<file path="config.mk">
export PLATFORM = sky130hd
export DESIGN_NAME = ht_min_select
export DESIGN_NICKNAME = d
export VERILOG_FILES = /design/src/ht_node_pkg.sv /design/src/ht_ctrl_pkg.sv /design/src/ht_min_select.sv
export SDC_FILE = /design/constraint.sdc
export NUM_CORES = 1
export LEC_CHECK = 0
export BUFFER_PORTS_ARGS = -buffer_cell sky130_fd_sc_hd__buf_2
export CORE_AREA = 2 2 109 111
export CTS_BUF_LIST = sky130_fd_sc_hd__clkbuf_8
export CTS_CLUSTER_SIZE = 14
export DETAILED_ROUTE_END_ITERATION = 6
export DIE_AREA = 0 0 111 113
export MAX_ROUTING_LAYER = met4
export PLACE_DENSITY = 0.78
export SLEW_MARGIN = 20
export SYNTH_ARGS = -nofsm -noshare
export SYNTH_HDL_FRONTEND = slang
export SYNTH_SLANG_ARGS = --single-unit
</file>
<file path="constraint.sdc">
create_clock -name clk -period 4.7 [get_ports clk]
set_input_delay 0.94 -clock clk [delete_from_list [all_inputs] [get_ports clk]]
set_output_delay 0.94 -clock clk [all_outputs]
set_load 0.01 [all_outputs]
</file>
<file path="src/ht_node_pkg.sv">
package ht_node_pkg;

  // index width covers symbols and internal nodes in 128 tree entries
  localparam int IDX_W = 7;
  localparam int WT_W  = 16;

  // leaf refs carry a symbol and sum refs an internal node number
  typedef struct packed {
    logic             is_sum;
    logic [IDX_W-1:0] idx;
  } node_ref_t;

  // one 39-bit tree memory entry
  typedef struct packed {
    logic [IDX_W-1:0] self_idx;
    node_ref_t        left;
    node_ref_t        right;
    logic [WT_W-1:0]  weight;
  } tree_rec_t;

  localparam int REF_W = $bits(node_ref_t);
  localparam int REC_W = $bits(tree_rec_t);

endpackage

</file>
<file path="src/ht_ctrl_pkg.sv">
package ht_ctrl_pkg;

  typedef enum logic [1:0] {
    PH_IDLE,
    PH_COUNT,
    PH_BUILD
  } phase_t;

  // broadcast operations to the weight cells
  typedef enum logic [2:0] {
    CELL_NOP,
    CELL_CLEAR,
    CELL_INC,
    CELL_LOAD,
    CELL_RETIRE
  } cell_op_t;

  typedef enum logic [3:0] {
    B_IDLE,
    B_SCAN,
    B_NEWNODE,
    B_L1_READ,
    B_L1_NULL,
    B_L2_READ,
    B_L2_NULL,
    B_MERGE,
    B_FIN
  } build_state_t;

  typedef enum logic [1:0] {
    S_IDLE,
    S_RUN,
    S_DONE
  } scan_state_t;

endpackage

</file>
<file path="src/ht_min_select.sv">
`timescale 1ns/1ps

module ht_min_select #(
  parameter int N_SYM = 8,
  parameter int SYM_W = 3
) (
  input  logic                                      clk,
  input  logic                                      rst_n,
  input  logic                                      scan_go,
  input  logic [N_SYM-1:0]                          live,
  input  logic [N_SYM-1:0][ht_node_pkg::WT_W-1:0]   wt,
  input  ht_node_pkg::node_ref_t [N_SYM-1:0]        nref,
  output logic                                      pair_valid,
  output logic                                      few_live,
  output logic [SYM_W-1:0]                          l1_slot,
  output logic [SYM_W-1:0]                          l2_slot,
  output ht_node_pkg::node_ref_t                    l1_ref,
  output ht_node_pkg::node_ref_t                    l2_ref,
  output logic [ht_node_pkg::WT_W-1:0]              l1_wt,
  output logic [ht_node_pkg::WT_W-1:0]              l2_wt
);

  ht_ctrl_pkg::scan_state_t     state;
  logic [SYM_W-1:0]             cnt;
  logic                         l1_v;
  logic                         l2_v;
  logic [ht_node_pkg::WT_W-1:0] cur_wt;
  logic                         take1;
  logic                         take2;

  assign cur_wt = wt[cnt];
  // strict compares keep the earlier slot on ties
  assign take1 = (state == ht_ctrl_pkg::S_RUN) && live[cnt] && (!l1_v || cur_wt < l1_wt);
  assign take2 = (state == ht_ctrl_pkg::S_RUN) && live[cnt] && !take1 &&
                 (!l2_v || cur_wt < l2_wt);

  assign pair_valid = (state == ht_ctrl_pkg::S_DONE);
  assign few_live   = ~l2_v;

  always_ff @(posedge clk or negedge rst_n) begin
    if (!rst_n) begin
      state <= ht_ctrl_pkg::S_IDLE;
      cnt   <= '0;
      l1_v  <= 1'b0;
      l2_v  <= 1'b0;
    end else begin
      case (state)
        ht_ctrl_pkg::S_IDLE: begin
          if (scan_go) begin
            cnt   <= '0;
            l1_v  <= 1'b0;
            l2_v  <= 1'b0;
            state <= ht_ctrl_pkg::S_RUN;
          end
        end
        ht_ctrl_pkg::S_RUN: begin
          if (take1) begin
            l1_v <= 1'b1;
            l2_v <= l1_v;
          end else if (take2) begin
            l2_v <= 1'b1;
          end
          cnt <= cnt + 1'b1;
          if (cnt == {SYM_W{1'b1}}) state <= ht_ctrl_pkg::S_DONE;
        end
        default: state <= ht_ctrl_pkg::S_IDLE;
      endcase
    end
  end

  // running best and second best
  always_ff @(posedge clk) begin
    if (take1) begin
      l2_slot <= l1_slot;
      l2_ref  <= l1_ref;
      l2_wt   <= l1_wt;
      l1_slot <= cnt;
      l1_ref  <= nref[cnt];
      l1_wt   <= cur_wt;
    end else if (take2) begin
      l2_slot <= cnt;
      l2_ref  <= nref[cnt];
      l2_wt   <= cur_wt;
    end
  end

endmodule

</file>
==> run summary <==
Syn_area_per_cell - 14.6 µm²
PD cells - 826 nW/µm²
Dpl hpwl - 11600 µm
TritonRoute pass-1 iters - 4
Number of clock sinks - 61
Synth top cells by count - 54 x edfxtp_1, 50 x mux4_2, 37 x inv_1
Crit path time final - 3940 ps
Largest delay share family, worst path - multiplexers
Die area - 12500 µm²
Setup Fix Bufs, Post-CTS - 0
# H-tree levels - 3
Port buffer count - 258
Remaining global-route overflow - 0
Die height - 113 µm
DIE WIDTH - 111 µm
DRT Wirelength - 14100 µm
Antenna violations before repair - 1
Largest net degree at the start of global routing - 43
Int Pwr - 3.16 mW
Logic pwr share - 0.606
Synth area leader - edfxtp_1
Clock group share of total power - 0.104
CP max stage cell - dfrtp_4
WL/cell - 19.4 µm
Asr flop ratio synth - 0.115
Outcome - finished, final reports clean
DRT iter0 DRCs - 168
Worst-path cell chain - mux4_2, mux2_2, ha_1, nand3_1, nor3_1, o2111ai_2, nand4b_1, buf_4, mux2_2
Clock Root Buffer - clkbuf_8
Worst-path clk slew - 70 ps
Avg Vias per Cell - 5.43
Row cnt - 39
CTS Buf Count - 9
Max Cap Violations - 0
Max incr delay on CP - 940 ps
Lkg Pwr - 2.96 nW
Worst setup path class - register to register
GPL Wtd Cong - 0.862
Area taken by flip-flops and latches - 1800 µm²
# DRC - 0
Worst-margin pin slew - 937 ps
Final setup violation count - 0
Sw Share - 0.397
Final ANT Viol Nets - 0
Share of cells above drive strength 1 - 0.665
First-pass GRT wire length - 22100 µm
Post-Syn Instances - 318
Syn Nets - 553
Initial core utilization - 0.412
Number of flops mapped to enable cells by yosys - 54
Fill cells - 965
CP most frequent cell - mux2_2
Overall Power - 5.23 mW
Final hold viol count - 0
Required time of the critical path - 4780 ps
RSZ-0062 raised after global routing - no
GRT Total Usage - 0.236
Psw - 2.07 mW
Worst Path Arrival - 4020 ps
Synth top area cells - edfxtp_1 35%, mux4_2 24%, ha_1 8.6%
Placeable Area - 11300 µm²
Fmax - 0.254 GHz
Top cell type's share of synthesized area - 0.350
Area occupied by multi-input gates - 2610 µm²
Clk Latency, worst-skew pair - 330 ps
Power share of the sequential group - 0.290
Post-cts sizing count - 0
Total number of vias - 3943
CTS Buffer Depth - 2
CP Buf/Inv Count - 1
Worst rel slew slack - 0.375
Seq/Total Area, Yosys - 0.387
Endpoint class of the critical path - register
Synthesized area - 4640 µm²
IR Drop Worst-Case VDD - 0.334 mV
CTS tree - yes
Fin. max-slew vios - 0
Fin nets - 813
Area delta synth->final - 36.4%
Distinct cells, synth - 32
Worst-path fanout max - 42
Yosys reg bits - 61
Hold Buf Count CTS - 0
CP startpoint kind - register
I/O pin cnt - 259
HP Class - input port to asynchronous set/reset pin
Most numerous cell in the Yosys netlist - edfxtp_1
Synth Warn # - 0
Vias in the first global route - 4357
Clock Skews - 5.72 ps
Setup TNS - 0 ps
Top_reg_cell synth - edfxtp_1
Period utilization - 0.839
[layer usage]
metal	vias up	track usage	part of all wire
met1	1957	0.262	0.37
met3	16	0.0632	0.075
met2	181	0.421	0.54
met4	0	0.0667	0.013
met5	-	-	0
li1	1789	-	-
[flip-flops by register name, indices dropped and copies added (netlist names)]
register and count:
l2_slot 3, l2_ref 8, l1_v 1, l1_slot 3
l2_wt 16, state 2, l1_ref 8, l2_v 1
cnt 3, l1_wt 16
[area by class of cell]
class                   instances  share of cell area
clock buffers                   9              0.0196
clock inverters                 6              0.0162
multi-input cells             202               0.412
diodes                          1            0.000395
flip-flops and latches         61               0.285
repair buffers                267               0.217
well taps                     143              0.0283
inverters                      37              0.0219
[layout by cell type (no fill, tap or decap), types with 2 or more instances in the layout]
cell type / instances
nor3_1: 2
nand3_1: 5
inv_1: 37
nor2_1: 7
edfxtp_1: 54
nand2b_1: 2
mux2_2: 33
o21ai_0: 9
nor2b_1: 2
buf_4: 8
dfrtp_1: 5
clkinv_1: 2
a22oi_1: 2
clkbuf_8: 9
a22o_1: 4
o31ai_1: 2
a21oi_1: 5
nand4_1: 5
nand2_1: 7
bufinv_16: 3
a211oi_1: 6
mux2_4: 20
buf_2: 258
mux4_2: 50
ha_1: 32
[per-stage QoR]
step                cells  hold slack (ps)  area (µm²)  utilization  setup slack (ps)
floorplan             318              448        4640            -              58.2
global placement      710              491        6100        0.541               860
detailed placement    710              506        6100        0.541               769
CTS                   725              415        6330        0.561               720
global route          726              417        6330        0.562               526
finish                726              437        6330        0.562               758
[final timing paths]
| path | depth (start not counted) | slack, ps | end | from |
|---|---|---|---|---|
| setup reg to reg | 9 | 760 | l2_wt[4] | cnt[0] |
| min in group clk | 1 | 540 | state[0] | state[1] |
| hold / removal | 1 | 440 | state[0] | rst_n |
| setup / recovery | 9 | 760 | l2_wt[4] | cnt[0] |
| hold reg to reg | 1 | 540 | state[0] | state[1] |
| max in group asynchronous | 1 | 4080 | cnt[0] | rst_n |
[power groups by stage]
stage / clock (mW) / combinational, mW / sequential, mW
2_1_floorplan: 0 / 2.30 / 1.44
3_3_place_gp: 0 / 3.07 / 1.51
3_5_place_dp: 0 / 3.18 / 1.53
4_1_cts: 0.558 / 3.21 / 1.53
5_1_grt: 0.582 / 3.47 / 1.58
6_report: 0.543 / 3.17 / 1.52
[logic make-up (layout without fill, tap and decap cells)]
family / after synthesis / in the layout / share of synthesized area
DFF: 61 / 61 / 0.387
and+or+nand+nor: 32 / 32 / 0.0343
adders and majority gates: 32 / 32 / 0.0863
muxes: 104 / 104 / 0.390
buffers and inverters: 55 / 319 / 0.0526
other: 0 / 1 / 0
AOI/OAI and AO/OA: 34 / 34 / 0.0499
(Power assumes the default switching activity.)
