==> config.mk <==
export PLATFORM = sky130hd
export DESIGN_NAME = ht_node_builder
export DESIGN_NICKNAME = d
export VERILOG_FILES = /design/src/ht_node_pkg.sv /design/src/ht_ctrl_pkg.sv /design/src/ht_node_builder.sv
export SDC_FILE = /design/constraint.sdc
export NUM_CORES = 1
export LEC_CHECK = 0
export BUFFER_PORTS_ARGS = -buffer_cell sky130_fd_sc_hd__buf_2
export CAP_MARGIN = 20
export CORE_UTILIZATION = 35
export DETAILED_ROUTE_END_ITERATION = 16
export GPL_ROUTABILITY_DRIVEN = 0
export HOLD_SLACK_MARGIN = 0.02
export SLEW_MARGIN = 40
export SYNTH_ARGS = -nofsm -noshare
export SYNTH_HDL_FRONTEND = slang
export SYNTH_SLANG_ARGS = --single-unit
==> constraint.sdc <==
create_clock -name clk -period 3.4 [get_ports clk]
set_input_delay 0.68 -clock clk [delete_from_list [all_inputs] [get_ports clk]]
set_output_delay 0.68 -clock clk [all_outputs]
set_load 0.01 [all_outputs]
==> src/ht_node_pkg.sv <==
package ht_node_pkg;

  // index width covers symbols and internal nodes in 128 tree entries
  localparam int IDX_W = 7;
  localparam int WT_W  = 16;

  // leaf refs carry a symbol and sum refs an internal node number
  typedef struct packed {
    logic             is_sum;
    logic [IDX_W-1:0] idx;
  } node_ref_t;

  // one 39-bit tree memory entry
  typedef struct packed {
    logic [IDX_W-1:0] self_idx;
    node_ref_t        left;
    node_ref_t        right;
    logic [WT_W-1:0]  weight;
  } tree_rec_t;

  localparam int REF_W = $bits(node_ref_t);
  localparam int REC_W = $bits(tree_rec_t);

endpackage

==> src/ht_ctrl_pkg.sv <==
package ht_ctrl_pkg;

  typedef enum logic [1:0] {
    PH_IDLE,
    PH_COUNT,
    PH_BUILD
  } phase_t;

  // broadcast operations to the weight cells
  typedef enum logic [2:0] {
    CELL_NOP,
    CELL_CLEAR,
    CELL_INC,
    CELL_LOAD,
    CELL_RETIRE
  } cell_op_t;

  typedef enum logic [3:0] {
    B_IDLE,
    B_SCAN,
    B_NEWNODE,
    B_L1_READ,
    B_L1_NULL,
    B_L2_READ,
    B_L2_NULL,
    B_MERGE,
    B_FIN
  } build_state_t;

  typedef enum logic [1:0] {
    S_IDLE,
    S_RUN,
    S_DONE
  } scan_state_t;

endpackage

==> src/ht_node_builder.sv <==
`timescale 1ns/1ps

module ht_node_builder #(
  parameter int SYM_W = 3
) (
  input  logic                          clk,
  input  logic                          rst_n,
  input  logic                          build_go,
  input  logic                          pair_valid,
  input  logic                          few_live,
  input  logic [SYM_W-1:0]              l1_slot,
  input  logic [SYM_W-1:0]              l2_slot,
  input  ht_node_pkg::node_ref_t        l1_ref,
  input  ht_node_pkg::node_ref_t        l2_ref,
  input  logic [ht_node_pkg::WT_W-1:0]  l1_wt,
  input  logic [ht_node_pkg::WT_W-1:0]  l2_wt,
  input  logic                          merge_ack,
  input  ht_node_pkg::tree_rec_t        b_dat_r,
  input  logic                          b_ack,
  output logic                          scan_go,
  output logic                          merge_req,
  output logic [SYM_W-1:0]              slot_a,
  output logic [SYM_W-1:0]              slot_b,
  output ht_node_pkg::node_ref_t        sum_ref,
  output logic [ht_node_pkg::WT_W-1:0]  sum_wt,
  output logic                          build_end,
  output logic                          build_done,
  output logic [ht_node_pkg::IDX_W-1:0] node_count,
  output logic                          b_cyc,
  output logic                          b_stb,
  output logic                          b_we,
  output logic [ht_node_pkg::IDX_W-1:0] b_adr,
  output ht_node_pkg::tree_rec_t        b_dat_w
);

  ht_ctrl_pkg::build_state_t    state;
  ht_ctrl_pkg::build_state_t    after_bus;
  ht_node_pkg::node_ref_t       p1_ref;
  ht_node_pkg::node_ref_t       p2_ref;
  logic [ht_node_pkg::WT_W-1:0] p1_wt;
  logic [ht_node_pkg::WT_W-1:0] p2_wt;
  ht_node_pkg::tree_rec_t       child_rec;
  ht_node_pkg::tree_rec_t       req_dat;
  logic [ht_node_pkg::IDX_W-1:0] req_adr;
  logic                         req_we;
  logic                         bus_state;

  assign sum_ref.is_sum = 1'b1;
  assign sum_ref.idx    = node_count;
  assign sum_wt         = p1_wt + p2_wt;
  assign merge_req      = (state == ht_ctrl_pkg::B_MERGE);

  // address, data and follow-up state of the current bus step
  always_comb begin
    bus_state = 1'b1;
    req_we    = 1'b1;
    req_adr   = node_count;
    req_dat   = child_rec;
    req_dat.weight = '0;
    after_bus = ht_ctrl_pkg::B_MERGE;
    case (state)
      ht_ctrl_pkg::B_NEWNODE: begin
        req_dat = '{self_idx: node_count, left: p1_ref, right: p2_ref, weight: sum_wt};
        if (p1_ref.is_sum)      after_bus = ht_ctrl_pkg::B_L1_READ;
        else if (p2_ref.is_sum) after_bus = ht_ctrl_pkg::B_L2_READ;
      end
      ht_ctrl_pkg::B_L1_READ: begin
        req_we    = 1'b0;
        req_adr   = p1_ref.idx;
        after_bus = ht_ctrl_pkg::B_L1_NULL;
      end
      ht_ctrl_pkg::B_L1_NULL: begin
        req_adr = p1_ref.idx;
        if (p2_ref.is_sum) after_bus = ht_ctrl_pkg::B_L2_READ;
      end
      ht_ctrl_pkg::B_L2_READ: begin
        req_we    = 1'b0;
        req_adr   = p2_ref.idx;
        after_bus = ht_ctrl_pkg::B_L2_NULL;
      end
      ht_ctrl_pkg::B_L2_NULL: req_adr = p2_ref.idx;
      default:                bus_state = 1'b0;
    endcase
  end

  always_ff @(posedge clk or negedge rst_n) begin
    if (!rst_n) begin
      state      <= ht_ctrl_pkg::B_IDLE;
      scan_go    <= 1'b0;
      build_end  <= 1'b0;
      build_done <= 1'b0;
      node_count <= '0;
      b_cyc      <= 1'b0;
      b_stb      <= 1'b0;
    end else begin
      scan_go   <= 1'b0;
      build_end <= 1'b0;
      if (bus_state && !b_cyc) begin
        b_cyc <= 1'b1;
        b_stb <= 1'b1;
      end else if (b_ack) begin
        b_cyc <= 1'b0;
        b_stb <= 1'b0;
        state <= after_bus;
      end
      case (state)
        ht_ctrl_pkg::B_IDLE: begin
          if (build_go) begin
            node_count <= '0;
            build_done <= 1'b0;
            scan_go    <= 1'b1;
            state      <= ht_ctrl_pkg::B_SCAN;
          end
        end
        ht_ctrl_pkg::B_SCAN: begin
          if (pair_valid) begin
            state <= few_live ? ht_ctrl_pkg::B_FIN : ht_ctrl_pkg::B_NEWNODE;
          end
        end
        ht_ctrl_pkg::B_MERGE: begin
          if (merge_ack) begin
            node_count <= node_count + 1'b1;
            scan_go    <= 1'b1;
            state      <= ht_ctrl_pkg::B_SCAN;
          end
        end
        ht_ctrl_pkg::B_FIN: begin
          build_done <= 1'b1;
          build_end  <= 1'b1;
          state      <= ht_ctrl_pkg::B_IDLE;
        end
        default: ;
      endcase
    end
  end

  // pair, child record and bus payload
  always_ff @(posedge clk) begin
    if (state == ht_ctrl_pkg::B_SCAN && pair_valid) begin
      slot_a <= l1_slot;
      slot_b <= l2_slot;
      p1_ref <= l1_ref;
      p2_ref <= l2_ref;
      p1_wt  <= l1_wt;
      p2_wt  <= l2_wt;
    end
    if (b_ack && !b_we) child_rec <= b_dat_r;
    if (bus_state && !b_cyc) begin
      b_we    <= req_we;
      b_adr   <= req_adr;
      b_dat_w <= req_dat;
    end
  end

  // the memory only acks a strobe that is still up
  a_ack_in_cyc: assert property (@(posedge clk) disable iff (!rst_n)
    b_ack |-> (b_cyc && b_stb));

endmodule

==> results of run 1 <==
==> placed cells by master (no fill, tap or decap), drive strengths merged, types with 2 or more instances in the layout <==
cell and instances:
nor2 17, nand2b 10, nor2b 4, a31o 2, a21o 6, o21bai 2
or4 2, bufinv 2, or3 2, nor3 6, and3 4, o21a 6
edfxtp 124, nand2 100, ha 16, o21ai 16, a22oi 6, clkbuf 22
dfrtp 15, xnor2 8, buf 180, nor4b 2, nand3b 3, nand3 3
xor2 12, a211oi 2, a21oi 13, inv 12, mux2i 8, nand4 7
clkinv 2, clkinvlp 5, and2 7
==> critical path, stage by stage, from the launching register on <==
cell and delay [ns]:
edfxtp_1 0.33, ha_1 0.19, inv_1 0.07, fa_1 0.41
nor2b_2 0.17, o2111ai_2 0.18, a21oi_2 0.15, buf_4 0.15
o311ai_2 0.13, xnor2_1 0.25, buf_2 0.17
==> per-stage QoR <==
step | power, W | cells
global placement | 0.00511 | 829
detailed placement | 0.00516 | 829
global route | 0.00736 | 864
CTS | 0.00702 | 862
finish | 0.00694 | 865
floorplan | 0.00424 | 458
==> worst paths after layout <==
check / endpoint / startpoint / slack (ns)
max: sum_wt[14] / p1_wt[0] / 0.10
min: state[0] / rst_n / 0.19
max reg2reg: b_dat_w[17] / state[2] / 1.10
min reg2reg: b_dat_w[18] / child_rec[18] / 0.51
max in group asynchronous: node_count[0] / rst_n / 2.94
min in group clk: p2_wt[15] / l2_wt[15] / 0.44
==> area by class of cell <==
class | count | share of cell area (%)
Antenna cell | 1 | 0.0323
Clock buffer | 22 | 6.12
Clock inverter | 10 | 1.50
Inverter | 11 | 0.533
Multi-Input combinational cell | 282 | 23.0
Sequential cell | 139 | 52.9
Tap cell | 220 | 3.55
Timing Repair Buffer | 180 | 12.4
==> registers in the layout, summed over array words and instances (netlist names) <==
register	count
b_dat_w	39
child_rec	23
p1_wt	16
p2_wt	16
p1_ref	8
p2_ref	8
b_adr	7
node_count	7
state	4
slot_a	3
slot_b	3
b_stb	1
b_we	1
build_done	1
build_end	1
scan_go	1
==> report_power, final <==
part | internal (W) | switching [W] | leakage [nW]
Combinational | 0.000862 | 0.00138 | 1.62
Sequential | 0.00257 | 0.000300 | 1.35
Clock | 0.00114 | 0.000688 | 0.275
Total | 0.00456 | 0.00237 | 3.24
==> metal layers <==
metal | global-route usage [%] | vias to the layer above
li1 | - | 1992
met3 | 5.86 | 8
met5 | 0 | -
met1 | 20.1 | 2000
met2 | 28.4 | 130
met4 | 4.42 | 4
==> cell families after synthesis <==
family,after synthesis
other,1
buffers and inverters,37
adder cells (fa/ha/maj),17
AO/OA/AOI/OAI,64
multiplexers,8
AND/OR/NAND/NOR,172
XOR/XNOR,20
flip-flops,139
==> what timing repair did <==
item | CTS | global route
buffers inserted | 1 | 2
setup endpoints to repair | 3 | 2
pin swaps | 1 | 2
resized for setup | 1 | 3
==> summary.md, run 1 <==
| Metric | Value |
|---|---|
| GRT Overall Usage | `between 15 and 20%` |
| Tmin final | `roughly 3.3 ns` |
| # hold bufs at CTS | `0` |
| Worst R2R Path Depth | `4` |
| Syn_nets | `between 500 and 600` |
| Slew margin rel. | `a little over half` |
| Crit path DAT | `between 2 and 3 ns` |
| Ys Warns | `0` |
| Final worst setup slack | `~0.10 ns` |
| Area occupied by multi-input gates | `between 1500 and 2000 um^2` |
| Final hold slack | `roughly 0.19 ns` |
| Clock Latency Late Sink | `between 0.4 and 0.5 ns` |
| Post-synthesis adder-cell area fraction | `3.64%` |
| Max Cap Viol | `0` |
| Worst-path maximum fanout | `4` |
| P_leak | `approximately 3.2 nW` |
| Final Util | `46.4%` |
| Die area | `around 18000 um^2` |
| Finished Cell Area | `~7800 um^2` |
| Worst-margin pin slew | `approximately 0.7 ns` |
| Tcrit/Tclk final | `96.9%` |
| Die Width | `133 um` |
| Area growth syn-to-layout | `28.3%` |
| Pins Over Slew Limit | `0` |
| H-tree level count | `4` |
| Global-route wire length before repair | `approximately 22 mm` |
| WS Path Type | `register to output pin` |
| Pwr Density | `895 nW/um^2` |
| Met1 WL | `just over 6 mm` |
| Initial Utilization | `about 36%` |
| Detail Placement HPWL | `between 10 and 15 mm` |
| Main synth FF type | `edfxtp_1` |
| Post-Syn Area per Cell | `13.2 um^2` |
| DR WL/cell | `between 15 and 20 um` |
| Core area | `about 17000 um^2` |
| Synth Area in XOR/XNOR | `roughly 2.9%` |
| Vias in the first global route | `4290` |
| CTS tree | `done` |
| Worst slack, placed | `around 0.29 ns` |
| CTS max path bufs | `2` |
| Met3 wire length | `about 940 um` |
| Overall routed net length | `around 14 mm` |
| Synthesis-stage register bit count | `139` |
| Max VDD drop | `0.427 mV` |
| Port Buffer Count | `about 170` |
| Mapped Cells | `about 460` |
| DR vias/cell | `4.78` |
| Chip Height | `133 um` |
| # IOs | `190` |
| Initial antenna violation count | `3` |
| Fmax | `approximately 0.3 GHz` |
| Post-synthesis sequential area ratio | `around two thirds` |
| Post-Synth Simple-Gate Area | `13.5%` |
| DP Area | `about 7000 um^2` |
| Overflow after GRT | `0` |
| Hold crit path type | `input port to asynchronous set/reset pin` |
| EDFF count, synth | `124` |
| Filler Cells Inserted | `about 1600` |
| DR top layer | `met5` |
| Endpoints failing setup | `0` |
| Status | `finished, final reports clean` |
| Synth async-reset ratio | `10.8%` |
| Netlist cell types | `57` |
| Worst Path Required | `2.72 ns` |
| Met2 wire length | `around 7.1 mm` |
| Leading area contributor after synthesis | `edfxtp_1` |
| Largest net degree at the start of global routing | `41` |
| Critical path startpoint category | `register` |
| Remaining DRCs | `0` |
| Number of DRC markers in iteration 0 | `between 100 and 150` |
| Main combinational cell family by area after synthesis | `simple AND/OR/NAND/NOR gates` |
| Endpoint class of the critical path | `output pin` |
| Multiplexer area fraction after synthesis | `~1.3%` |
| Synth top area share | `between 60% and 70%` |
| Final number of hold-violating endpoints | `0` |
| Mapped cell area | `about 6000 um^2` |
| Count leader, synth | `edfxtp_1` |
| Final #Nets | `approximately 750` |
| Clock sinks | `~140` |
| Root Buffer Master | `clkbuf_16` |
| Remaining antenna violation count | `0` |
| Commonest cells in the netlist | `edfxtp_1, nand2_1, nor2_1, ha_1` |
| Clk_skew | `around 0.0084 ns` |
| DR pass1 iterations | `4` |
| Total area of sequential cells | `4100 um^2` |
| Vias post-DR | `approximately 4100` |
| Synth area leaders | `edfxtp_1, dfrtp_1, nand2_1` |
| TritonCTS Buffers | `17` |
| Compound-Gate Fraction of Synth Area | `roughly 7.6%` |
| Cell Rows | `47` |
| Share of cells above drive strength 1 | `a little over a third` |
| Setup TNS Final | `0 ns` |
| Clock transition at path regs | `~0.060 ns` |
(Power assumes the default switching activity.)
==> run 2: changes to the inputs <==
--- a/config.mk
+++ b/config.mk
@@ -7,10 +7,12 @@
 export LEC_CHECK = 0
 export BUFFER_PORTS_ARGS = -buffer_cell sky130_fd_sc_hd__buf_2
 export CAP_MARGIN = 20
-export CORE_UTILIZATION = 35
+export CORE_UTILIZATION = 53
+export CTS_BUF_LIST = sky130_fd_sc_hd__clkbuf_8
 export DETAILED_ROUTE_END_ITERATION = 16
 export GPL_ROUTABILITY_DRIVEN = 0
-export HOLD_SLACK_MARGIN = 0.02
+export HOLD_SLACK_MARGIN = 0.08
+export PLACE_DENSITY = 0.82
 export SLEW_MARGIN = 40
 export SYNTH_ARGS = -nofsm -noshare
 export SYNTH_HDL_FRONTEND = slang
==> summary.md, run 2 (synthesis results as in run 1) <==
| Metric | Value |
|---|---|
| H-tree level count | `4 (unchanged)` |
| Finished Cell Area | `7410 um^2 (-4.4%)` |
| R2R setup slack | `1.01 ns (-0.09 ns)` |
| TritonCTS Buffers | `17 (unchanged)` |
| Met3 Use GR | `8.37% (+2.5 points)` |
| DR WL/cell | `16.9 um (+2.7%)` |
| # diodes | `0 (-1)` |
| Filler Cells Inserted | `782 (-50%)` |
| Max VDD drop | `0.444 mV (+3.8%)` |
| Reg2Reg Launch Point | `state[2]` |
| Final number of hold-violating endpoints | `0 (unchanged)` |
| Initial antenna violation count | `0 (-3)` |
| DP Area | `7010 um^2 (-1.6%)` |
| Largest net degree at the start of global routing | `40 (-2.4%)` |
| Share of cells above drive strength 1 | `34.7% (-0.67 points)` |
| Area occupied by multi-input gates | `1810 um^2 (+1.6%)` |
| Global-route wire length before repair | `20.1 mm (-10%)` |
| P_leak | `3.15 nW (-2.7%)` |
| Final #Nets | `746 (-0.27%)` |
| Die Width | `109 um (-18%)` |
| Reg2reg end | `b_adr[0]` |
| Fmax | `0.309 GHz (+1.9%)` |
| Crit path DAT | `2.55 ns (-0.07 ns)` |
| DR pass1 iterations | `5 (+1)` |
| Initial Utilization | `55.0% (+19 points)` |
| Die area | `11800 um^2 (-34%)` |
| Remaining DRCs | `0 (unchanged)` |
| Port Buffer Count | `172 (unchanged)` |
| Worst R2R Path Depth | `4 (unchanged)` |
| Remaining antenna violation count | `0 (unchanged)` |
| Hold crit path type | `input port to asynchronous set/reset pin` |
| Number of DRC markers in iteration 0 | `225 (+70%)` |
| Max Cap Viol | `0 (unchanged)` |
| Most common cell after layout, fill and taps aside | `buf_2` |
| WS Path Type | `register to output pin` |
| Worst Path Required | `2.72 ns (about the same)` |
| Tcrit/Tclk final | `95.1% (-1.8 points)` |
| Unrepaired setup endpoints after global routing | `no` |
| Status | `finished, final reports clean` |
| Vias post-DR | `4172 (+0.92%)` |
| # IOs | `190 (unchanged)` |
| Tmin final | `3.23 ns (-0.0626 ns)` |
| Pins Over Slew Limit | `0 (unchanged)` |
| Total area of sequential cells | `4100 um^2 (unchanged)` |
| Most frequent cells in the layout | `buf_2, edfxtp_1, nand2_1, nor2_1, clkbuf_8` |
| Setup TNS Final | `0 ns (unchanged)` |
| CTS max path bufs | `2 (unchanged)` |
| GRT Overall Usage | `23.3% (+6.6 points)` |
| Max reg flops | `39 (unchanged)` |
| # hold bufs at CTS | `0 (unchanged)` |
| Clock transition at path regs | `0.07 ns (about the same)` |
| Met1 Resource Use GR | `26.4% (+6.3 points)` |
| Crit path capture | `sum_wt[9]` |
| Core area | `11000 um^2 (-34%)` |
| Clk_skew | `0.00890 ns (+0.000501 ns)` |
| CTS tree | `done` |
| Slew margin rel. | `57.5% (+4.0 points)` |
| Vias in the first global route | `4229 (-1.4%)` |
| Worst-margin pin slew | `0.635 ns (-0.0598 ns)` |
| Detail Placement HPWL | `9.37 mm (-7.0%)` |
| Cell Rows | `38 (-19%)` |
| Layer with the highest usage | `met2` |
| Endpoint class of the critical path | `output pin` |
| Overflow after GRT | `0 (unchanged)` |
| Most flop-heavy register | `b_dat_w` |
| Area growth syn-to-layout | `22.6%` |
| Clock Latency Late Sink | `0.44 ns (+0.03 ns)` |
| Pwr Density | `853 nW/um^2 (-4.7%)` |
| Critical path startpoint category | `register` |
| Endpoints failing setup | `0 (unchanged)` |
| Root Buffer Master | `clkbuf_8` |
| Overall routed net length | `13.2 mm (-7.2%)` |
| DR vias/cell | `5.34 (+12%)` |
| Crit path launch | `p1_wt[5]` |
| Worst-path maximum fanout | `7 (+3)` |
| Chip Height | `109 um (-18%)` |
| Clock sinks | `139 (unchanged)` |
| Top Registers | `b_dat_w x39, child_rec x23` |
| Met2 Usage GRT | `39.3% (+11 points)` |
## run 2: final cells by class
| cell class | count | area share (%) |
|---|---|---|
| sequential | 139 | 55.3 |
| clock inverter | 15 | 1.57 |
| tap | 140 | 2.36 |
| inverter | 11 | 0.557 |
| timing repair buffer | 178 | 12.6 |
| clock buffer | 17 | 3.16 |
| multi-input combinational | 282 | 24.5 |
## run 2: repair_timing
action                                  CTS  global route
endpoints found under the setup margin    2             3
resized for setup                         1             8
pin swaps                                 1             2
setup buffers                             1             0
## run 2: worst min path at each step
stage	from	to	slack [ns]	cells after the start
6_report	rst_n	b_stb	0.14	1
4_1_cts	rst_n	state[1]	0.12	1
3_3_place_gp	p1_ref[7]	state[2]	0.49	1
5_1_grt	rst_n	state[1]	0.13	1
2_1_floorplan	rst_n	b_stb	0.38	0
3_5_place_dp	p1_ref[7]	state[2]	0.49	1
## run 2: worst max-delay path, cell delays in order (launching register included)
cell and delay, ns:
edfxtp_1 0.39, ha_1 0.48, nand4_1 0.13, a21o_1 0.20, and2_1 0.20, o21ai_0 0.34, xor2_1 0.20, buf_2 0.16
## run 2: power by group
part	switching, W	total (W)	internal [W]
clock network	0.000584	0.00121	0.000623
logic	0.00139	0.00225	0.000856
registers	0.000298	0.00286	0.00256
## run 2: metrics by stage
step           total power [W]  cells  setup slack (ns)  hold WS [ns]  utilization [%]
2_1_floorplan          0.00424    458             0.749         0.384                -
3_3_place_gp           0.00501    749             0.482         0.493             63.8
3_5_place_dp           0.00513    749             0.376         0.494             63.8
4_1_cts                0.00634    782            0.0221         0.121             67.1
5_1_grt                0.00670    782            0.0340         0.134             67.5
6_report               0.00632    782             0.167         0.143             67.5
## run 2: layer usage
metal	part of all wire [%]	wire (um)
met5	0	0
met4	2.4	314
met3	7.5	988
met2	51	6730
met1	39	5160
