## src/ht_node_pkg.sv

```systemverilog
package ht_node_pkg;

  // index width covers symbols and internal nodes in 128 tree entries
  localparam int IDX_W = 7;
  localparam int WT_W  = 16;

  // leaf refs carry a symbol and sum refs an internal node number
  typedef struct packed {
    logic             is_sum;
    logic [IDX_W-1:0] idx;
  } node_ref_t;

  // one 39-bit tree memory entry
  typedef struct packed {
    logic [IDX_W-1:0] self_idx;
    node_ref_t        left;
    node_ref_t        right;
    logic [WT_W-1:0]  weight;
  } tree_rec_t;

  localparam int REF_W = $bits(node_ref_t);
  localparam int REC_W = $bits(tree_rec_t);

endpackage

```

## src/ht_ctrl_pkg.sv

```systemverilog
package ht_ctrl_pkg;

  typedef enum logic [1:0] {
    PH_IDLE,
    PH_COUNT,
    PH_BUILD
  } phase_t;

  // broadcast operations to the weight cells
  typedef enum logic [2:0] {
    CELL_NOP,
    CELL_CLEAR,
    CELL_INC,
    CELL_LOAD,
    CELL_RETIRE
  } cell_op_t;

  typedef enum logic [3:0] {
    B_IDLE,
    B_SCAN,
    B_NEWNODE,
    B_L1_READ,
    B_L1_NULL,
    B_L2_READ,
    B_L2_NULL,
    B_MERGE,
    B_FIN
  } build_state_t;

  typedef enum logic [1:0] {
    S_IDLE,
    S_RUN,
    S_DONE
  } scan_state_t;

endpackage

```

## src/ht_cell_feeder.sv

```systemverilog
`timescale 1ns/1ps

module ht_cell_feeder #(
  parameter int SYM_W = 3
) (
  input  logic                          clk,
  input  logic                          rst_n,
  input  logic                          start,
  input  logic                          sym_valid,
  input  logic [SYM_W-1:0]              sym,
  input  logic                          sym_last,
  input  logic                          build_end,
  input  logic                          merge_req,
  input  logic [SYM_W-1:0]              slot_a,
  input  logic [SYM_W-1:0]              slot_b,
  input  ht_node_pkg::node_ref_t        sum_ref,
  input  logic [ht_node_pkg::WT_W-1:0]  sum_wt,
  output logic                          sym_ready,
  output logic                          build_go,
  output logic                          merge_ack,
  output ht_ctrl_pkg::cell_op_t         cell_op,
  output logic [SYM_W-1:0]              cell_sel,
  output ht_node_pkg::node_ref_t        cell_ref,
  output logic [ht_node_pkg::WT_W-1:0]  cell_wt
);

  ht_ctrl_pkg::phase_t phase;
  logic                sym_xfer;
  logic                merge_step;
  logic                in_build;

  assign sym_ready = (phase == ht_ctrl_pkg::PH_COUNT);
  assign in_build  = (phase == ht_ctrl_pkg::PH_BUILD);
  assign sym_xfer  = sym_valid & sym_ready;
  assign build_go  = sym_xfer & sym_last;
  // the retire in the second merge cycle carries the ack
  assign merge_ack = merge_step;

  always_ff @(posedge clk or negedge rst_n) begin
    if (!rst_n) begin
      phase      <= ht_ctrl_pkg::PH_IDLE;
      merge_step <= 1'b0;
    end else begin
      merge_step <= merge_req & in_build & ~merge_step;
      case (phase)
        ht_ctrl_pkg::PH_IDLE:  if (start) phase <= ht_ctrl_pkg::PH_COUNT;
        ht_ctrl_pkg::PH_COUNT: if (build_go) phase <= ht_ctrl_pkg::PH_BUILD;
        ht_ctrl_pkg::PH_BUILD: if (build_end) phase <= ht_ctrl_pkg::PH_IDLE;
        default:               phase <= ht_ctrl_pkg::PH_IDLE;
      endcase
    end
  end

  always_comb begin
    cell_op  = ht_ctrl_pkg::CELL_NOP;
    cell_sel = sym;
    cell_ref = sum_ref;
    cell_wt  = sum_wt;
    if (phase == ht_ctrl_pkg::PH_IDLE && start) begin
      cell_op = ht_ctrl_pkg::CELL_CLEAR;
    end else if (sym_xfer) begin
      cell_op = ht_ctrl_pkg::CELL_INC;
    end else if (merge_step) begin
      cell_op  = ht_ctrl_pkg::CELL_RETIRE;
      cell_sel = slot_b;
    end else if (merge_req && in_build) begin
      cell_op  = ht_ctrl_pkg::CELL_LOAD;
      cell_sel = slot_a;
    end
  end

  a_merge_in_build: assert property (@(posedge clk) disable iff (!rst_n)
    merge_req |-> in_build);

endmodule

```

## config.mk

```make
export PLATFORM = sky130hd
export DESIGN_NAME = ht_cell_feeder
export DESIGN_NICKNAME = d
export VERILOG_FILES = /design/src/ht_node_pkg.sv /design/src/ht_ctrl_pkg.sv /design/src/ht_cell_feeder.sv
export SDC_FILE = /design/constraint.sdc
export NUM_CORES = 1
export LEC_CHECK = 0
export BUFFER_PORTS_ARGS = -buffer_cell sky130_fd_sc_hd__buf_2
export CORE_ASPECT_RATIO = 0.8
export CORE_UTILIZATION = 26
export DETAILED_ROUTE_END_ITERATION = 8
export PLACE_DENSITY_LB_ADDON = 0.05
export SLEW_MARGIN = 5
export SYNTH_ARGS = -nofsm -noshare
export SYNTH_HDL_FRONTEND = slang
export SYNTH_SLANG_ARGS = --single-unit
```

## constraint.sdc

```tcl
create_clock -name clk -period 1.65 [get_ports clk]
set_input_delay 0.495 -clock clk [delete_from_list [all_inputs] [get_ports clk]]
set_output_delay 0.495 -clock clk [all_outputs]
set_load 0.02 [all_outputs]
```

==> impl_metrics.yaml, run 1 <==
status:
  status: "finished, violations left"
  violations: "negative setup slack"
placement:
  port_buffers: 24
  dpl.hpwl_um: 945.5
  place_congestion: 0.7144
critical_path:
  setup.worst_path.start_class: "flip-flop"
  critical_path_class: "reg -> out"
  worstSetupStartpoint: "phase[0]"
  end_kind: "output port"
  worstPathMaxFanout: 4
  arrival_ns: 1.51
  worstRegToRegCells: 5
  reg2reg_slack_ns: 0.34
  required_ns: 1.15
  reg2reg_from: "phase[0]"
  reg2reg_to: "phase[1]"
cells_and_area:
  area_growth_pct: 43.47
  regArea_um2: 77.57
  nFillCells: 184
  multi_input_area_um2: 310.3
  antennaDiodeCount: 0
  final_cell_mix: "buf_2, buf_4, buf_6"
  drive_above_1_share_pct: 81.69
  layout.nets: 112
  final_common_cell: "buf_2"
global_routing:
  grt_pass1_wl_mm: 1.918
  overflow: 0
  antenna_found_initial: 0
  grt_max_degree: 7
  grt_pass1_vias: 425
  gr-usage-all-layers_pct: 12.86
drt:
  vias: 434
  drc: 0
  wl_mm: 1.188
  wl_per_cell_um: 12.77
  viasPerCell: 4.667
  drt_iter0_drc: 1
  dr.pass1.iters: 2
  antenna_left: 0
yosys:
  syn_area_um2: 498.0
  synth-seq-cells: 3
  synthesis.nets: 96
  seq_area_frac_synth_pct: 15.08
  synth_warnings: 0
  netlist_instances: 56
  yosysUniqueCellTypes: 26
  syn_area_per_cell_um2: 8.892
worst_hold_path:
  min_path_type: "in -> async"
clock_tree:
  numCtsBuffers: 3
  cts.htree.levels: 1
  tritoncts: "yes"
  root_buffer: "clkbuf_4"
  path_clk_slew_ns: 0.04
  cts_hold_buf: 0
  clock_sinks: 3
  cts_buffer_depth: 2
  insertion_delay_ns: 0.23
floorplanning:
  dieWidth_um: 50.93
  dieArea_um2: 2096
  ios: 73
  die_h_um: 41.15
  floorplan.initialDensity_pct: 29.16
  core_area_um2: 1708
  row_count: 13
sta:
  setup_viol: 8
  tightest_slew_ns: 0.2548
  finalMaxSlewViolations: 0
  layout_setup_ws_ns: -0.3519
  fin_setup_tns_ns: -1.846
  relSlewSlack_pct: 82.90
  timing.fmax_ghz: 0.4995
  period_share_pct: 121.3
  fin_worst_skew_ns: 0.003709
  rsz0062_at_grt: "yes"
  finalWorstPathRequiredPeriod_ns: 2.002
  hold_viol: 0
run:
  maxCapViolations: 0
pwr:
  finalPower_w: 0.0006463
  power_density_nw_per_um2: 904.6
  ir_worst_vdd_mv: 0.6130
  p_leak_nw: 0.3632
[repair_timing]
item                                    CTS  global route
gates cloned                              0             0
endpoints found under the setup margin    8             8
buffers inserted                          2             3
pin swaps                                 5             3
resized for setup                        20            11
endpoints found under the hold margin     0             0
[logic make-up (layout without fill, tap and decap cells)]
logic type / count (synthesis) / after routing / synth area share [%]
compound gates: 9 / 9 / 14.32
flops: 3 / 3 / 15.07
buf+inv: 27 / 42 / 40.20
simple gates: 14 / 14 / 21.61
mux: 3 / 3 / 8.794
[Yosys cell counts]
| cell | number | share of area [%] |
|---|---|---|
| o2bb2ai_1 | 1 | 1.8 |
| a21oi_1 | 1 | 1.0 |
| buf_2 | 1 | 1.0 |
| nor3b_1 | 1 | 1.5 |
| nand3b_4 | 1 | 4.0 |
| nand3b_1 | 1 | 1.5 |
| inv_1 | 1 | 0.75 |
| a21o_1 | 1 | 1.5 |
| dfrtp_1 | 3 | 15 |
| mux2i_2 | 1 | 2.8 |
| and3b_1 | 1 | 1.8 |
| and3_1 | 1 | 1.3 |
| buf_4 | 24 | 36 |
| a22oi_1 | 1 | 1.5 |
| and4bb_2 | 1 | 2.5 |
| o21ai_1 | 1 | 1.0 |
| or2_1 | 1 | 1.3 |
| a311oi_1 | 1 | 1.8 |
| nor2b_1 | 2 | 2.5 |
| nor2_1 | 2 | 1.5 |
| buf_6 | 1 | 2.3 |
| o221a_1 | 2 | 4.5 |
| mux2_4 | 2 | 6.0 |
| or3_1 | 2 | 2.5 |
| o22ai_1 | 1 | 1.3 |
| nand2b_1 | 1 | 1.3 |
[worst max-delay path by stage]
| stage | to |
|---|---|
| floorplan | cell_sel[1] |
| global placement | cell_sel[1] |
| detailed placement | cell_sel[2] |
| CTS | cell_sel[2] |
| global route | cell_sel[2] |
| finish | cell_sel[2] |
[area by class of cell]
cell class / instances / area share [%]
multi-input cells: 26 / 43.43
flip-flops and latches: 3 / 10.86
clock buffers: 4 / 3.678
inverters: 1 / 0.5254
well taps: 22 / 3.853
repair buffers: 37 / 37.65
[sequential cells by signal (all words and copies together), names as in the netlist]
| signal | count |
|---|---|
| merge_ack | 1 |
| phase | 2 |
[where the power goes]
| group | total [W] | switching [W] | internal (W) |
|---|---|---|---|
| combinational | 0.000404 | 0.000167 | 0.000236 |
| clock | 0.000131 | 0.0000399 | 0.0000908 |
| sequential | 0.000112 | 0.0000233 | 0.0000888 |
| total | 0.000646 | 0.000231 | 0.000416 |
[per-stage QoR]
stage	instances	setup WS, ns	instance area [um2]	utilization [%]	hold WS (ns)
final	93	-0.3519	714.4	41.83	0.04813
after global routing	93	-0.3980	714.4	41.83	0.03822
after CTS	91	-0.3585	655.6	38.39	0.04559
after detailed placement	85	-0.2759	540.5	31.65	0.2951
after global placement	85	-0.2591	540.5	31.65	0.2874
after floorplan	56	-0.04668	521.8	-	0.1994
[layer usage]
metal  vias up  track usage (%)  share of wire [%]
met2        29            21.38                 49
met4         0            6.250                  0
met1       203            13.92                 40
met5         -                0                  0
li1        202                -                  -
met3         0            6.667                 10
[critical path: stages, from the launching register on]
cell and delay, ns:
dfrtp_2 0.44, nand3b_4 0.18, mux2_4 0.31, o221a_4 0.21, buf_6 0.13
Power figures use the tool's default switching activity.
==> run 2: changes to the inputs <==
--- a/config.mk
+++ b/config.mk
@@ -5,8 +5,8 @@
 export SDC_FILE = /design/constraint.sdc
 export NUM_CORES = 1
 export LEC_CHECK = 0
-export BUFFER_PORTS_ARGS = -buffer_cell sky130_fd_sc_hd__buf_2
-export CORE_ASPECT_RATIO = 0.8
+export BUFFER_PORTS_ARGS = -buffer_cell sky130_fd_sc_hd__buf_4
+export CORE_ASPECT_RATIO = 0.9
 export CORE_UTILIZATION = 26
 export DETAILED_ROUTE_END_ITERATION = 8
 export PLACE_DENSITY_LB_ADDON = 0.05
==> impl_metrics.yaml, run 2 (synthesis results as in run 1) <==
status:
  status: "finished, violations left"
  violations: "negative setup slack"
sta:
  layout_setup_ws_ns: -0.3519
  fin_worst_skew_ns: 0.001516
  rsz0062_at_grt: "yes"
  timing.fmax_ghz: 0.4995
  finalWorstPathRequiredPeriod_ns: 2.002
  period_share_pct: 121.3
  hold_viol: 0
  relSlewSlack_pct: 78.79
  setup_viol: 8
  finalMaxSlewViolations: 0
  tightest_slew_ns: 0.3159
clock_tree:
  insertion_delay_ns: 0.24
  numCtsBuffers: 3
  cts.htree.levels: 1
  path_clk_slew_ns: 0.04
  clock_sinks: 3
  root_buffer: "clkbuf_4"
  cts_buffer_depth: 2
  tritoncts: "yes"
cells_and_area:
  area_growth_pct: 51.00
  regMostFlops: "phase"
  layout.nets: 113
  antennaDiodeCount: 0
  final_area_um2: 752.0
  nFillCells: 176
  final_cells: 96
  largest_reg_flops: 2
  final_cell_mix: "buf_4, buf_6, clkbuf_4"
  drive_above_1_share_pct: 80.56
  final_common_cell: "buf_4"
pwr:
  power_density_nw_per_um2: 885.2
  p_leak_nw: 0.3853
  ir_worst_vdd_mv: 0.5125
  finalPower_w: 0.0006657
floorplanning:
  row_count: 14
  dieArea_um2: 2095
  floorplan.initialDensity_pct: 28.72
  ios: 73
  die_h_um: 43.52
  core_area_um2: 1734
  dieWidth_um: 48.13
placement:
  dpl.hpwl_um: 929.7
  place_congestion: 0.6408
  port_buffers: 24
  dpl_cell_area_um2: 625.6
  pre_cts_slack_ns: -0.2855
  dp_cells: 90
critical_path:
  reg2reg_from: "phase[0]"
  critical-path-top-delay-family: "flip-flops"
  critical_path_class: "reg -> out"
  slowest_stage: "dfrtp_2"
  cp.depth: 4
  worstSetupEndpoint: "cell_sel[1]"
  setup.worst_path.start_class: "flip-flop"
  reg2reg_slack_ns: 0.33
  arrival_ns: 1.51
  worst_path_largest_cell_delay_ns: 0.44
  path_buf_inv: 1
  worstSetupStartpoint: "phase[0]"
  path_cells: "nand3b_4 > mux2_4 > o221a_4 > buf_6"
  reg2reg_to: "phase[1]"
  worstPathMaxFanout: 4
  worstRegToRegCells: 5
  end_kind: "output port"
  required_ns: 1.15
worst_hold_path:
  min_path_type: "in -> async"
global_routing:
  antenna_found_initial: 0
  grt_max_degree: 8
  gr-usage-all-layers_pct: 14.27
  grt_pass1_vias: 466
  grt_pass1_wl_mm: 2.035
  overflow: 0
drt:
  wl_per_cell_um: 12.85
  dr.pass1.iters: 1
  viasPerCell: 4.729
  drt_iter0_drc: 0
  vias: 454
  antenna_left: 0
  drc: 0
  wl_mm: 1.234
run:
  maxCapViolations: 0
[run 2: changes by cell type in the layout (fill, tap and decap cells not counted), sizes merged]
cell and delta:
buf +1
[run 2: metrics by stage]
step,setup TNS [ns],util [%],hold WS (ns)
floorplan,-0.1164,-,0.1994
global placement,-0.6828,36.08,0.2823
detailed placement,-0.8728,36.08,0.2859
CTS,-2.170,41.56,0.03015
global route,-2.196,43.36,0.02232
finish,-1.836,43.36,0.03416
[run 2: worst min-delay path by stage]
stage                from        end  slack [ns]  depth (start not counted)
floorplan           rst_n  merge_ack        0.20                          0
global placement    rst_n   phase[0]        0.28                          1
detailed placement  rst_n   phase[0]        0.29                          1
CTS                 rst_n  merge_ack        0.03                          1
global route        rst_n  merge_ack        0.02                          1
finish              rst_n  merge_ack        0.03                          1
[run 2: routing by layer]
metal | global-route usage, % | wire (um) | up-vias
li1 | - | - | 203
met1 | 13.96 | 473 | 206
met2 | 22.70 | 615 | 33
met3 | 4.583 | 96 | 12
met4 | 13.33 | 48 | 0
met5 | 0 | 0 | -
[run 2: where the power goes]
part           switching, W  leakage [nW]  internal, W
combinational      0.000165         0.334     0.000253
sequential        0.0000239        0.0361    0.0000888
clock             0.0000439        0.0150    0.0000910
total              0.000232         0.385     0.000433
[run 2: repair_timing]
| item | 4_1_cts | 5_1_grt |
|---|---|---|
| hold buffers | 0 | 0 |
| setup buffers | 2 | 0 |
| gates resized for setup | 14 | 8 |
| pin swaps | 5 | 2 |
| endpoints found under the setup margin | 8 | 8 |
| cloned | 0 | 0 |
[run 2: area by class of cell]
cell class	count	area (um2)	area share, %
Clock buffer	4	26.28	3.494
Timing Repair Buffer	38	326.6	43.43
Sequential cell	3	77.57	10.32
Multi-Input combinational cell	26	287.8	38.27
Inverter	1	3.754	0.4992
Tap cell	24	30.03	3.993
==> run 3: changes to the inputs <==
--- a/config.mk
+++ b/config.mk
@@ -5,9 +5,10 @@
 export SDC_FILE = /design/constraint.sdc
 export NUM_CORES = 1
 export LEC_CHECK = 0
+export ABC_AREA = 1
 export BUFFER_PORTS_ARGS = -buffer_cell sky130_fd_sc_hd__buf_4
 export CORE_ASPECT_RATIO = 0.9
-export CORE_UTILIZATION = 26
+export CORE_UTILIZATION = 25
 export DETAILED_ROUTE_END_ITERATION = 8
 export PLACE_DENSITY_LB_ADDON = 0.05
 export SLEW_MARGIN = 5
==> impl_metrics.yaml, run 3 <==
critical_path:
  reg2reg_from: "phase[1]"
  worstRegToRegCells: 6
  reg2reg_to: "phase[0]"
  worstPathMaxFanout: 6
  critical_path_class: "reg -> out"
  critical-path-top-delay-family: "flip-flops"
  path_buf_inv: 2
  reg2reg_slack_ns: 0.47
  slowest_stage: "dfrtp_2"
  crit_top_cell: "nand2_1"
  path_cells: "buf_4 > nand3_4 > nand2_1 > nand3_1 > nand2_1 > nand2_1 > buf_6"
  arrival_ns: 1.30
  required_ns: 1.15
  setup.worst_path.start_class: "flip-flop"
  end_kind: "output port"
  worst_path_largest_cell_delay_ns: 0.43
floorplanning:
  dieArea_um2: 1981
  row_count: 14
  die_h_um: 42.33
  core_area_um2: 1682
  ios: 73
  floorplan.initialDensity_pct: 26.86
  dieWidth_um: 46.81
yosys:
  synth_top_area_share_pct: 39.89
  seq_area_frac_synth_pct: 16.62
  synth_top_cells_by_area: "buf_4, dfrtp_1, nand2_1"
  synth_warnings: 0
  synth-seq-cells: 3
  ys_top_cells_by_count: "buf_4, nand2_1, nor2_1"
  yosysMostFrequentCell: "buf_4"
  synthesis.nets: 109
  netlist_instances: 69
  synth.largest_area_cell: "buf_4"
  yosysUniqueCellTypes: 12
  syn_area_um2: 451.7
  yosys_most_used_dff: "dfrtp_1"
  synth_edf_count: 0
  syn_area_per_cell_um2: 6.546
  async_flop_share_pct: 100.0
cells_and_area:
  final_cells: 109
  final_area_um2: 685.7
  largest_reg_flops: 2
  drive_above_1_share_pct: 63.53
  layout.nets: 126
  area_growth_pct: 51.80
  final_common_cell: "buf_4"
  regMostFlops: "phase"
  final_cell_mix: "buf_4, nand2_1, nor2_1"
  antennaDiodeCount: 0
status:
  violations: "negative setup slack"
  status: "finished, violations left"
clock_tree:
  cts_hold_buf: 0
  cts.htree.levels: 1
  tritoncts: "yes"
  path_clk_slew_ns: 0.04
  cts_buffer_depth: 2
  root_buffer: "clkbuf_4"
  numCtsBuffers: 3
  clock_sinks: 3
  insertion_delay_ns: 0.24
drt:
  drc: 0
  dr.pass1.iters: 2
  wl_per_cell_um: 11.21
  drt_iter0_drc: 2
  wl_mm: 1.222
  vias: 455
  viasPerCell: 4.174
  antenna_left: 0
placement:
  port_buffers: 24
  dpl_cell_area_um2: 511.7
  place_congestion: 0.7024
  dp_cells: 97
  dpl.hpwl_um: 854.1
pwr:
  pwr-share-comb_pct: 73.4
  p_sw_w: 0.0004339
  ir_worst_vdd_mv: 0.5416
  clkPwrFrac_pct: 13.8
  seqPwrFrac_pct: 12.8
  finalPower_w: 0.0009686
  power_density_nw_per_um2: 1413
  p_leak_nw: 0.3536
  internal_power_w: 0.0005348
  swShare_pct: 44.79
global_routing:
  grt_pass1_wl_mm: 2.049
  antenna_found_initial: 0
  overflow: 0
  grt_pass1_vias: 488
  grt_max_degree: 8
  gr-usage-all-layers_pct: 14.81
sta:
  timing.fmax_ghz: 0.5572
  setup_viol: 8
  tightest_slew_ns: 0.1745
  layout_setup_ws_ns: -0.1448
  period_share_pct: 108.8
  finalWorstPathRequiredPeriod_ns: 1.795
  whs_ns: 0.03684
  fin_setup_tns_ns: -0.7170
  rsz0062_at_grt: "yes"
  finalMaxSlewViolations: 0
  relSlewSlack_pct: 88.24
  hold_viol: 0
  fin_worst_skew_ns: 0.002785
run:
  maxCapViolations: 0
worst_hold_path:
  min_path_type: "in -> async"
-- run 3: cell types whose count changed after synthesis, moves of 3 or more --
cell,previous run,this run
nand3_1,0,4
nor2_1,2,10
nand2_1,0,14
nand4_1,0,3
o21ai_0,0,3
-- run 3: cell families (layout without fill, tap and decap cells) --
group | count (synthesis) | after routing | synth area share, %
and+or+nand+nor | 34 | 34 | 35.46
buffers and inverters | 28 | 44 | 43.21
AOI/OAI and AO/OA | 4 | 4 | 4.709
DFF | 3 | 3 | 16.62
-- run 3: per-layer routing --
| layer | global-route usage (%) | part of all wire (%) | wire length (um) | vias to the layer above |
|---|---|---|---|---|
| met5 | 0 | 0 | 0 | - |
| met1 | 17.20 | 36 | 441 | 200 |
| li1 | - | - | - | 230 |
| met2 | 21.94 | 52 | 636 | 19 |
| met4 | 10.86 | 1.1 | 13 | 0 |
| met3 | 4.741 | 11 | 130 | 6 |
-- run 3: area by class of cell --
| type | instances | area, um2 |
|---|---|---|
| clock buffer | 4 | 26.28 |
| timing repair buffer | 36 | 296.5 |
| fill | 183 | 996.0 |
| sequential | 3 | 76.32 |
| tap | 24 | 30.03 |
| inverter | 4 | 17.52 |
| multi-input combinational | 38 | 239.0 |
-- run 3: repair_timing --
action / 4_1_cts / 5_1_grt
resized for setup: 11 / 12
setup endpoints to repair: 7 / 8
pin swaps: 8 / 8
setup buffers: 7 / 1
hold endpoints to repair: 0 / 0
-- run 3: how the worst max path moves through the flow --
stage / from / endpoint / slack [ns] / cells past startpoint
finish: phase[1] / cell_sel[0] / -0.14 / 7
global placement: merge_req / cell_sel[1] / -0.04 / 7
CTS: phase[0] / cell_sel[2] / -0.14 / 7
global route: phase[0] / cell_sel[2] / -0.25 / 7
floorplan: merge_req / cell_op[0] / 0.004 / 2
detailed placement: merge_req / cell_sel[1] / -0.05 / 7
-- run 3: per-stage QoR --
stage,util (%),setup slack (ns)
after global placement,30.43,-0.04178
after CTS,38.10,-0.1449
after global routing,40.77,-0.2530
after detailed placement,30.43,-0.04755
final,40.77,-0.1448
after floorplan,-,0.004414
-- run 3: power by group through the flow --
stage	logic, W	registers, W	clock network (W)
after global placement	0.000507	0.000119	0
after floorplan	0.000355	0.000120	0
after global routing	0.000779	0.000128	0.000151
final	0.000711	0.000124	0.000134
after detailed placement	0.000504	0.000119	0
after CTS	0.000656	0.000121	0.000140
